`config.mk`:
```
export PLATFORM = sky130hd
export DESIGN_NAME = top
export DESIGN_NICKNAME = d
export VERILOG_FILES = /design/src/dmm_pkg.sv /design/src/spi_reg_bank.sv /design/src/spi_mux.sv /design/src/az_modulator.sv /design/src/mode_output.sv /design/src/top.sv
export SDC_FILE = /design/constraint.sdc
export NUM_CORES = 1
export LEC_CHECK = 0
export BUFFER_PORTS_ARGS = -buffer_cell sky130_fd_sc_hd__buf_4
export CAP_MARGIN = 10
export CORE_MARGIN = 2
export CORE_UTILIZATION = 38
export DETAILED_ROUTE_END_ITERATION = 8
export PLACE_DENSITY_LB_ADDON = 0.12
export RECOVER_POWER = 25
export SETUP_SLACK_MARGIN = 0.15
export SKIP_LAST_GASP = 1
export SLEW_MARGIN = 5
export SYNTH_ARGS = -nofsm -noshare
export SYNTH_HDL_FRONTEND = slang
export SYNTH_SLANG_ARGS = --single-unit
export TNS_END_PERCENT = 20
```
`constraint.sdc`:
```
create_clock -name clk -period 3.5 [get_ports clk]
set_input_delay 0 -clock clk [delete_from_list [all_inputs] [get_ports clk]]
set_output_delay 0 -clock clk [all_outputs]
set_load 0.1 [all_outputs]
```
`src/dmm_pkg.sv`:
```
/*
  dmm front end shared definitions
  register map, field widths, output modes and the safe pin values
*/

package dmm_pkg;

  ////////////////////////////////////////
  // widths and types

  typedef logic [7:0]  addr_t;
  typedef logic [23:0] data_t;
  // from the top: himux 2, himux, az mux, each as a0 a1 a2 en
  typedef logic [11:0] mux_ctl_t;
  typedef logic [7:0]  mon_t;
  typedef logic [1:0]  mode_t;
  typedef logic [15:0] period_t;
  // one mux field, a0 a1 a2 en
  typedef logic [3:0]  mux_field_t;
  // spi bit counter, wide enough to see overlong frames
  typedef logic [5:0]  count_t;

  // spi frame shape
  localparam count_t addr_bits  = 6'd8;
  localparam count_t frame_bits = 6'd32;

  ////////////////////////////////////////
  // register addresses

  localparam addr_t addr_led       = 8'd1;
  localparam addr_t addr_spi_mux   = 8'd2;
  localparam addr_t addr_mode      = 8'd3;
  localparam addr_t addr_mux_ctl   = 8'd4;
  localparam addr_t addr_az_period = 8'd5;

  // output modes
  localparam mode_t mode_off   = 2'd0;
  localparam mode_t mode_reg   = 2'd1;
  localparam mode_t mode_count = 2'd2;
  localparam mode_t mode_az    = 2'd3;

  // safe values, all muxes disabled
  localparam mux_ctl_t mux_ctl_safe = 12'h000;
  localparam mon_t     mon_safe     = 8'h00;

  // az mux codes: s1 is the zero reference, s2 the signal
  localparam mux_field_t az_code_zero   = 4'b0001;
  localparam mux_field_t az_code_signal = 4'b1001;

  // 4094 strobe latches on high
  localparam logic cs_polarity_4094 = 1'b1;

endpackage

```
`src/spi_reg_bank.sv`:
```
/*
  spi register bank
  oversampled spi slave, 32 bit frame of address and data
  shifts the old register value out on miso and commits the new one on cs rise
*/

`timescale 1ns/1ns

module spi_reg_bank import dmm_pkg::*; (
  input  logic     clk,
  input  logic     reset,
  input  logic     sclk,
  input  logic     cs,
  input  logic     mosi,
  output logic     dout,
  output logic     led,
  output logic     spi_mux_en,
  output mode_t    mode,
  output mux_ctl_t mux_ctl_reg,
  output period_t  az_period
);

  logic [1:0] sclk_sync;
  logic [1:0] cs_sync;
  logic [1:0] mosi_sync;
  logic       sclk_q;
  logic       cs_q;
  logic       sclk_rise;
  logic       sclk_fall;
  logic       cs_active;
  logic       cs_rise;
  count_t     bit_count;
  logic [31:0] in_sr;
  logic [31:0] shift_next;
  data_t      out_sr;
  data_t      rd_value;
  data_t      reg_led;
  data_t      reg_spi_mux;
  data_t      reg_mode;
  data_t      reg_mux_ctl;
  data_t      reg_az_period;

  ////////////////////////////////////////
  // pin synchronizers and edge detect

  // idle bus is sclk low, cs high
  always_ff @(posedge clk) begin
    if (reset) begin
      sclk_sync <= 2'b00;
      cs_sync   <= 2'b11;
      sclk_q    <= 1'b0;
      cs_q      <= 1'b1;
    end else begin
      sclk_sync <= {sclk_sync[0], sclk};
      cs_sync   <= {cs_sync[0], cs};
      sclk_q    <= sclk_sync[1];
      cs_q      <= cs_sync[1];
    end
  end

  always_ff @(posedge clk) begin
    mosi_sync <= {mosi_sync[0], mosi};
  end

  assign sclk_rise = sclk_sync[1] & ~sclk_q;
  assign sclk_fall = ~sclk_sync[1] & sclk_q;
  assign cs_active = ~cs_sync[1];
  assign cs_rise   = cs_sync[1] & ~cs_q;

  ////////////////////////////////////////
  // frame shifting

  // mode 0, mosi sampled on the rising edge, msb first
  assign shift_next = {in_sr[30:0], mosi_sync[1]};

  always_ff @(posedge clk) begin
    if (cs_active && sclk_rise) begin
      in_sr <= shift_next;
    end
  end

  // old value of the addressed register, looked up as bit 8 lands
  always_comb begin
    case (addr_t'(shift_next[7:0]))
      addr_led:       rd_value = reg_led;
      addr_spi_mux:   rd_value = reg_spi_mux;
      addr_mode:      rd_value = reg_mode;
      addr_mux_ctl:   rd_value = reg_mux_ctl;
      addr_az_period: rd_value = reg_az_period;
      default:        rd_value = '0;
    endcase
  end

  always_ff @(posedge clk) begin
    if (reset || !cs_active) begin
      bit_count <= '0;
      out_sr    <= '0;
    end else if (sclk_rise) begin
      // saturate so an overlong frame never looks like 32 bits
      if (bit_count != '1) begin
        bit_count <= bit_count + 1'b1;
      end
      if (bit_count == addr_bits - 1'b1) begin
        out_sr <= rd_value;
      end
    end else if (sclk_fall && bit_count > addr_bits) begin
      // next miso bit goes out on the falling edge
      out_sr <= {out_sr[22:0], 1'b0};
    end
  end

  assign dout = out_sr[23];

  ////////////////////////////////////////
  // register write on cs rise

  always_ff @(posedge clk) begin
    if (reset) begin
      reg_led       <= '0;
      reg_spi_mux   <= '0;
      reg_mode      <= '0;
      reg_mux_ctl   <= '0;
      reg_az_period <= '0;
    end else if (cs_rise && bit_count == frame_bits) begin
      case (addr_t'(in_sr[31:24]))
        addr_led:       reg_led       <= in_sr[23:0];
        addr_spi_mux:   reg_spi_mux   <= in_sr[23:0];
        addr_mode:      reg_mode      <= in_sr[23:0];
        addr_mux_ctl:   reg_mux_ctl   <= in_sr[23:0];
        addr_az_period: reg_az_period <= in_sr[23:0];
        // unknown address, write dropped
        default: ;
      endcase
    end
  end

  assign led         = reg_led[0];
  assign spi_mux_en  = |reg_spi_mux;
  assign mode        = mode_t'(reg_mode[1:0]);
  assign mux_ctl_reg = mux_ctl_t'(reg_mux_ctl[11:0]);
  assign az_period   = period_t'(reg_az_period[15:0]);

endmodule

```
`src/spi_mux.sv`:
```
/*
  spi mux
  routes the host spi onto the 4094 chain while cs2 is asserted
  and picks the miso source
*/

`timescale 1ns/1ns

module spi_mux import dmm_pkg::*; (
  input  logic spi_mux_en,
  input  logic cs2,
  input  logic sclk,
  input  logic mosi,
  input  logic dout,
  input  logic vec_miso,
  output logic miso,
  output logic strobe_4094,
  output logic clk_4094,
  output logic data_4094
);

  logic route_4094;

  // cs2 is active low, and only counts when the register enables it
  assign route_4094 = spi_mux_en & ~cs2;

  // host clock and data straight through, held low when idle
  assign clk_4094  = route_4094 & sclk;
  assign data_4094 = route_4094 & mosi;

  // strobe follows cs2 with the 4094 polarity applied
  assign strobe_4094 = route_4094 ? (cs2 ^ cs_polarity_4094) : ~cs_polarity_4094;

  // readback from the end of the chain, else the register bank
  assign miso = route_4094 ? vec_miso : dout;

endmodule

```
`src/az_modulator.sv`:
```
/*
  auto-zero modulator
  alternates the az mux between zero reference and signal,
  each phase held for period+1 cycles, precharge switch on in the zero phase
*/

`timescale 1ns/1ns

module az_modulator import dmm_pkg::*; (
  input  logic     clk,
  input  logic     reset,
  input  logic     enable,
  input  period_t  period,
  output mux_ctl_t az_mux_ctl,
  output logic     pc_sw,
  output mon_t     mon
);

  period_t count;
  // 0 = zero phase, 1 = signal phase
  logic    phase;
  logic    pc_next;
  logic    pc_q;

  ////////////////////////////////////////
  // phase sequencer

  // held at the start of the zero phase while disabled
  always_ff @(posedge clk) begin
    if (reset || !enable) begin
      count <= '0;
      phase <= 1'b0;
    end else if (count >= period) begin
      // last cycle of this phase
      count <= '0;
      phase <= ~phase;
    end else begin
      count <= count + 1'b1;
    end
  end

  ////////////////////////////////////////
  // outputs

  // both hi muxes stay disabled, only the az field moves
  assign az_mux_ctl = {mux_ctl_safe[11:4], phase ? az_code_signal : az_code_zero};

  assign pc_next = enable & ~phase;

  // the mux pins see az_mux_ctl one cycle late through the output stage,
  // so the switch is delayed to match
  always_ff @(posedge clk) begin
    if (reset) begin
      pc_q <= 1'b0;
    end else begin
      pc_q <= pc_next;
    end
  end

  // drop at once when the mode leaves az
  assign pc_sw = pc_q & enable;

  // monitor, phase count low bits above pc and phase
  assign mon = {count[5:0], pc_next, phase};

endmodule

```
`src/mode_output.sv`:
```
/*
  mode output stage
  registers off, register, counter or auto-zero value by mode,
  with a free running test counter of the payload width
*/

`timescale 1ns/1ns

module mode_output import dmm_pkg::*; #(
  parameter type      payload_t = logic [7:0],
  parameter payload_t safe      = '0
) (
  input  logic     clk,
  input  logic     reset,
  input  mode_t    mode,
  input  payload_t reg_value,
  input  payload_t az_value,
  output payload_t out
);

  payload_t count;

  // test counter, runs only in counter mode
  always_ff @(posedge clk) begin
    if (reset || mode != mode_count) begin
      count <= '0;
    end else begin
      count <= payload_t'(count + 1'b1);
    end
  end

  // one register stage on the pins
  always_ff @(posedge clk) begin
    if (reset) begin
      out <= safe;
    end else begin
      case (mode)
        mode_reg:   out <= reg_value;
        mode_count: out <= count;
        mode_az:    out <= az_value;
        default:    out <= safe;
      endcase
    end
  end

endmodule

```
`src/top.sv`:
```
/*
  dmm control top level
  spi register bank and 4094 routing, mode selected mux and monitor pins
*/

`timescale 1ns/1ns

module top import dmm_pkg::*; (
  input  logic     clk,
  input  logic     reset,
  // host spi
  input  logic     spi_clk,
  input  logic     spi_cs,
  input  logic     spi_cs2,
  input  logic     spi_mosi,
  output logic     spi_miso,
  // 4094 chain
  input  logic     u1004_4094_data,
  output logic     glb_4094_clk,
  output logic     glb_4094_data,
  output logic     glb_4094_strobe,
  output logic     oe_4094,
  // front end
  output logic     led0,
  output mon_t     mon,
  output mux_ctl_t mux_ctl,
  output logic     pc_sw
);

  logic     reg_dout;
  logic     spi_mux_en;
  mode_t    mode;
  mux_ctl_t mux_ctl_reg;
  period_t  az_period;
  mux_ctl_t az_mux_ctl;
  mon_t     az_mon;

  ////////////////////////////////////////
  // spi side

  spi_reg_bank reg_bank (
    .clk         (clk),
    .reset       (reset),
    .sclk        (spi_clk),
    .cs          (spi_cs),
    .mosi        (spi_mosi),
    .dout        (reg_dout),
    .led         (led0),
    .spi_mux_en  (spi_mux_en),
    .mode        (mode),
    .mux_ctl_reg (mux_ctl_reg),
    .az_period   (az_period)
  );

  spi_mux spi_route (
    .spi_mux_en  (spi_mux_en),
    .cs2         (spi_cs2),
    .sclk        (spi_clk),
    .mosi        (spi_mosi),
    .dout        (reg_dout),
    .vec_miso    (u1004_4094_data),
    .miso        (spi_miso),
    .strobe_4094 (glb_4094_strobe),
    .clk_4094    (glb_4094_clk),
    .data_4094   (glb_4094_data)
  );

  // 4094 outputs always driven
  assign oe_4094 = 1'b1;

  ////////////////////////////////////////
  // mux and monitor pins

  az_modulator az_mod (
    .clk        (clk),
    .reset      (reset),
    .enable     (mode == mode_az),
    .period     (az_period),
    .az_mux_ctl (az_mux_ctl),
    .pc_sw      (pc_sw),
    .mon        (az_mon)
  );

  mode_output #(.payload_t(mux_ctl_t), .safe(mux_ctl_safe)) mux_out (
    .clk       (clk),
    .reset     (reset),
    .mode      (mode),
    .reg_value (mux_ctl_reg),
    .az_value  (az_mux_ctl),
    .out       (mux_ctl)
  );

  // in register mode the monitor shows the low byte of the mux word
  mode_output #(.payload_t(mon_t), .safe(mon_safe)) mon_out (
    .clk       (clk),
    .reset     (reset),
    .mode      (mode),
    .reg_value (mux_ctl_reg[7:0]),
    .az_value  (az_mon),
    .out       (mon)
  );

endmodule

```
Yosys cells after proc, flatten, opt, wreduce, memory -nomap -nowiden
Index checks and enable logic that the tools add are counted.
{ "word_totals": {"word_cells": 84, "inputBits": 7, "reg_bits": 248, "output_inout_bits": 27} }
{ "classes": {"mux": 9, "eq_ne": 18, "bitwise": 14, "addsub": 4, "n_lt_le_gt_ge": 2, "reduce_logical": 17} }
{ "op_table": {"columns": ["cell", "count"], "rows": [
  ["24-bit case mux with 5 select lines", 1],
  ["24-bit two-way mux", 3],
  ["12-bit case mux with 3 select lines", 1],
  ["8-bit by 2-bit equality test with 1-bit output, second input constant", 4],
  ["8-bit by 3-bit equality test with 1-bit output, second input constant", 4],
  ["8-bit case mux with 3 select lines", 1],
  ["24-bit OR reduction", 1],
  ["16-bit by 1-bit adder with 16-bit output, second input constant", 1],
  ["8-bit by 1-bit equality test with 1-bit output, second input constant", 2],
  ["16-bit >= comparator", 1],
  ["2-bit AND reduction", 7],
  ["12-bit by 1-bit adder with 12-bit output, second input constant", 1],
  ["8-bit by 1-bit adder with 8-bit output, second input constant", 1],
  ["1-bit AND", 8],
  ["6-bit by 1-bit adder with 6-bit output, second input constant", 1],
  ["6-bit by 3-bit equality test with 1-bit output, second input constant", 1],
  ["6-bit equality test, second input constant", 1],
  ["6-bit by 4-bit greater-than comparator with 1-bit output, second input constant", 1],
  ["6-bit != test, second input constant", 1],
  ["1-bit NOT", 6],
  ["2-bit equality test, second input constant", 2],
  ["4-bit two-way mux", 1],
  ["2-bit != test, second input constant", 2],
  ["1-bit logical AND", 3],
  ["other kinds (6)", 9]
]} }

Logic depth before layout (Yosys ltp)
{ "depth": {"word_depth": 5, "ltp_mapped": 9, "depth_no_buf": 7} }

Modules after synthesis
From an unflattened synthesis, not the netlist that was laid out.
{ "unflattened": {"hier_cells": 1259, "hier_area_um2": 11172.0} }
{ "by_module_without_submodules": {"columns": ["module", "area_per_inst_um2", "cells_each", "seq_area_each_um2", "n_inst"], "rows": [
  ["spi_reg_bank", 8064.0, 910, 4124.0, 1],
  ["az_modulator", 1307.5, 162, 360.3, 1],
  ["mode_output at mux_out", 1048.5, 108, 480.5, 1],
  ["mode_output at mon_out", 690.7, 72, 320.3, 1],
  ["spi_mux", 43.8, 4, 0.0, 1],
  ["top", 17.5, 3, 0.0, 1]
]} }

Worst setup path before layout
No wires, ideal clock.
{ "synth_path": {"path_kind": "flip-flop to output port", "start": "register reg_bank.reg_spi_mux[21]", "end": "output port glb_4094_clk", "required_time_ns": 3.500, "path_stages_with_launch": 4, "n_path_buf": 0, "arrival_ns": 3.091, "path_slack_ns": 0.409, "path_cell_list": "dfxtp_1 nor4_1 a31oi_1 and2_1"} }
{ "synth_via": {"elab_chain_cells": 3} }
{ "synth_lines": {"columns": ["item", "line", "source"], "rows": [
  ["start: declaration", "spi_reg_bank.sv:38", "data_t reg_spi_mux;"],
  ["start signal: assignment", "spi_reg_bank.sv:127", "addr_spi_mux: reg_spi_mux <= in_sr[23:0];"],
  ["24-bit OR reduction", "spi_reg_bank.sv:138", "assign spi_mux_en = |reg_spi_mux;"],
  ["1-bit AND", "spi_mux.sv:25", "assign route_4094 = spi_mux_en & ~cs2;"],
  ["1-bit AND", "spi_mux.sv:28", "assign clk_4094 = route_4094 & sclk;"],
  ["end: declaration", "top.sv:19", "output logic glb_4094_clk,"]
]} }
No other way between the ends.

Final worst setup path
{ "layout_path": {"start": "register reg_bank.bit_count[0]", "end": "register reg_bank.reg_spi_mux[12]"} }
{ "layout_via": {"elab_chain_cells": 3} }
{ "layout_lines": {"columns": ["item", "line", "source"], "rows": [
  ["start: declaration", "spi_reg_bank.sv:32", "count_t bit_count;"],
  ["start signal: assignment", "spi_reg_bank.sv:101", "bit_count <= bit_count + 1'b1;"],
  ["6-bit equality test", "spi_reg_bank.sv:124", "end else if (cs_rise && bit_count == frame_bits) begin"],
  ["1-bit logical AND", "spi_reg_bank.sv:124", null],
  ["2-bit AND reduction (no source line)", null, null]
]} }
No other way between the ends.
A chain may end at the register's enable or synchronous reset.

==> summary.md <==
| Metric | Value |
|---|---|
| Hold_ws | `17.8 ps` |
| Clock sinks | `~250` |
| Cell Area, Synth | `10500 sq um` |
| Synth Area in Adders | `roughly 2.5%` |
| Clock buffer depth | `3` |
| CTS tree | `done` |
| Leading area contributor after synthesis | `dfxtp_1` |
| Boundary pin count | `34` |
| Ranking of synthesized cells by area | `dfxtp_1 (41%), edfxtp_1 (9.1%), nand2_1 (6.4%), mux2i_1 (5.4%), a21oi_1 (4.6%)` |
| Die H | `170 um` |
| Crit path max fanout | `24` |
| Via Count | `between 8000 and 9000` |
| # DRC | `0` |
| Register bit count reported by yosys | `248` |
| Via density | `5.25` |
| Post-Layout Inst Area | `roughly 12000 sq um` |
| Antenna violations before repair | `0` |
| Ys async rst share | `0%` |
| Fraction of layout cells with a size suffix above 1 | `8.90%` |
| Final min period | `roughly 2600 ps` |
| Mapped Nets | `1169` |
| Placed cells | `1500` |
| Hold Vio Cnt, Final | `0` |
| Cells after Synth | `1141` |
| Post-route clock skew | `11.7 ps` |
| Rows | `60` |
| Post-CTS resize count | `0` |
| Static Leak | `4.44 nW` |
| Critical path's largest stage delay | `540 ps` |
| First-pass GRT wire length | `44800 um` |
| DR WL/cell | `approximately 18 um` |
| Final wirelength | `28500 um` |
| Top-area cell type share of the netlist area | `41.1%` |
| Die X-Extent | `170 um` |
| Max VDD drop | `0.000306 V` |
| Die area | `29000 sq um` |
| FF-to-FF path depth | `8` |
| Max-slew headroom | `20.9%` |
| Achievable Freq | `around 0.38 GHz` |
| Root buffer cell | `clkbuf_16` |
| Seq/Total Area, Yosys | `roughly half` |
| Compound-Gate Fraction of Synth Area | `13.7%` |
| Fin nets | `between 1000 and 1500` |
| # diodes | `0` |
| First DRT Iteration DRCs | `535` |
| Multiplexer area fraction after synthesis | `7.78%` |
| Crit Path Category | `flip-flop to flip-flop` |
| H-tree Lvls | `1` |
| Placed Instance Area | `11100 sq um` |
| Max_cap viols | `0` |
| Critical Path, Cell by Cell | `inv_1 -> ha_1 -> or4bb_1 -> or3_4 -> or4b_1 -> buf_4 -> nand2_1 -> a21oi_1` |
| Setup repair after global routing missed its margin | `false` |
| Remaining Overflow, GRT | `0` |
| Pre-antenna DRT Iters | `9` |
| Clk Latency, worst-skew pair | `530 ps` |
| Final worst setup slack | `~890 ps` |
| Setup TNS | `0 ps` |
| Post-synth top flop | `dfxtp_1` |
| Worst setup EP type | `flip-flop` |
| Port bufs | `32` |
| Synth cell types | `59` |
| CTS buffer count | `27` |
| Initial Utilization | `38.8%` |
| Slowest stage cell on the critical path | `or4bb_1` |
| EDFF count, synth | `32` |
| Setup-failing EPs final | `0` |
| Vias in the first global route | `7731` |
| Simple-gate share of the synthesized area | `19.1%` |
| Crit path DAT | `roughly 3000 ps` |
| Largest family of logic cells by synthesized area | `simple AND/OR/NAND/NOR gates` |
| GP Congestion | `0.826` |
| Final ANT Viol Nets | `0` |
| CP Data Required Time | `3860 ps` |
| Outcome | `finished, final reports clean` |
| Total Routing Usage GR | `19.7%` |
| Hold Crit Class | `input port to flip-flop` |
| Startpoint class of the critical path | `flip-flop` |
| Core Box Area | `27100 sq um` |
| PwrDens | `474 nW/um^2` |
| DP Wirelength | `18500 um` |
| Hold Path Stages | `5` |
| YS warnings | `0` |
| Least-Margin Pin Slew | `1190 ps` |
| Average cell area after synthesis | `9.22 sq um` |
| Largest net degree at the start of global routing | `94` |
| Final Max Tran Viols | `0` |
| XOR/XNOR share of the synthesized area | `roughly 2.7%` |
| Non-Filler Instances | `1552` |
| Reg clk slew, reported paths | `60 ps` |
| Fin crit share | `74.7%` |
| Setup WS pre-CTS | `925 ps` |
| Layout area overhead | `13.0%` |
==> worst paths after layout <==
path | startpoint | endpoint | slack, ps
max reg2reg | reg_bank.bit_count[0] | reg_bank.reg_spi_mux[12] | 890
max | reg_bank.bit_count[0] | reg_bank.reg_spi_mux[12] | 890
min reg2reg | reg_bank.mosi_sync[0] | reg_bank.mosi_sync[1] | 330
min | reset | reg_bank.out_sr[8] | 20
==> layout make-up <==
cell class	count	area, sq um
repair buffers	64	390
multi-input cells	792	4820
well taps	372	465
flip-flops and latches	248	5290
fillers	2660	15200
clock inverters	2	12.5
clock buffers	47	811
inverters	27	101
==> per-layer routing <==
| layer | part of all wire (%) | GRT usage [%] | vias up |
|---|---|---|---|
| met4 | 2.6 | 5.72 | 0 |
| met2 | 44 | 30.9 | 157 |
| li1 | - | - | 4036 |
| met1 | 50 | 28.2 | 3911 |
| met5 | 0 | 0 | - |
| met3 | 4.0 | 2.79 | 44 |
==> registers in the layout (all words and copies together), names as in the netlist, 6 cells and up <==
name / cells
az_mod.count: 16
mon_out.out: 8
mux_out.count: 12
reg_bank.bit_count: 6
mon_out.count: 8
reg_bank.reg_spi_mux: 24
reg_bank.in_sr: 32
mux_out.out: 12
reg_bank.reg_led: 24
reg_bank.reg_az_period: 24
reg_bank.out_sr: 24
reg_bank.reg_mux_ctl: 24
reg_bank.reg_mode: 24
==> synthesized netlist by cell type, drive strengths merged, types with 3 or more instances <==
| library cell | n |
|---|---|
| nor2 | 119 |
| o21ai | 37 |
| or4 | 3 |
| nand3 | 23 |
| a22o | 13 |
| mux2i | 57 |
| a221o | 10 |
| xor2 | 18 |
| edfxtp | 32 |
| a21o | 6 |
| mux2 | 22 |
| a22oi | 30 |
| nor3 | 7 |
| buf | 21 |
| xnor2 | 14 |
| inv | 26 |
| nand4 | 9 |
| a221oi | 8 |
| o31ai | 8 |
| and3 | 26 |
| nor4 | 15 |
| clkbuf | 53 |
| nand2b | 6 |
| or4b | 3 |
| dfxtp | 216 |
| ha | 21 |
| a31oi | 6 |
| nor2b | 18 |
| a21oi | 96 |
| or3 | 3 |
| nand3b | 3 |
| and2 | 5 |
| nand2 | 180 |
==> what timing repair did <==
action / in CTS / in global routing
setup buffers: 0 / 0
hold endpoints to repair: 3 / 0
hold buffers: 3 / 0
==> kinds of logic after synthesis <==
kind of cell,count (synthesis)
XOR/XNOR,32
multiplexers,79
AND/OR/NAND/NOR,431
flip-flops,248
other,1
adder cells (fa/ha/maj),21
AO/OA/AOI/OAI,228
buffers and inverters,101
==> cells in the final DEF, fill, tap and decap left out, types with 8 or more instances in the layout <==
| cell type | count |
|---|---|
| buf_4 | 32 |
| nand3_1 | 23 |
| nand4_1 | 9 |
| a22oi_1 | 30 |
| mux2i_1 | 57 |
| a221oi_1 | 8 |
| a21oi_1 | 96 |
| nor4_1 | 12 |
| clkbuf_1 | 40 |
| a22o_1 | 13 |
| mux2_2 | 22 |
| ha_1 | 21 |
| dfxtp_1 | 216 |
| edfxtp_1 | 32 |
| inv_1 | 26 |
| o21ai_0 | 37 |
| xnor2_1 | 14 |
| xor2_1 | 18 |
| o31ai_1 | 8 |
| and3_1 | 26 |
| nor2_1 | 118 |
| nand2_1 | 180 |
| a221o_1 | 10 |
| nor2b_1 | 18 |
| clkbuf_16 | 27 |
==> worst max-delay path, delay by kind of cell (launching register included) <==
kind            cells  cell delay, ps
compound gates      1              60
buf+inv             2             310
flops               1             340
fa+ha+maj           1             150
simple gates        4            1570
==> through the flow <==
| stage | power, mW | utilization (%) |
|---|---|---|
| after floorplan | 2.99 | - |
| after global placement | 3.02 | 41.1 |
| after detailed placement | 3.02 | 41.1 |
| after CTS | 5.69 | 44.2 |
| after global routing | 5.82 | 43.9 |
| final | 5.64 | 43.9 |
==> power breakdown <==
| part | leakage (nW) | total [mW] | internal (mW) | switching [mW] |
|---|---|---|---|---|
| Clock | 0.396 | 2.68 | 1.56 | 1.12 |
| Combinational | 2.02 | 0.0722 | 0.0160 | 0.0562 |
| Sequential | 2.03 | 2.89 | 2.88 | 0.00646 |
Note: power is estimated with default switching activity, not from simulation.
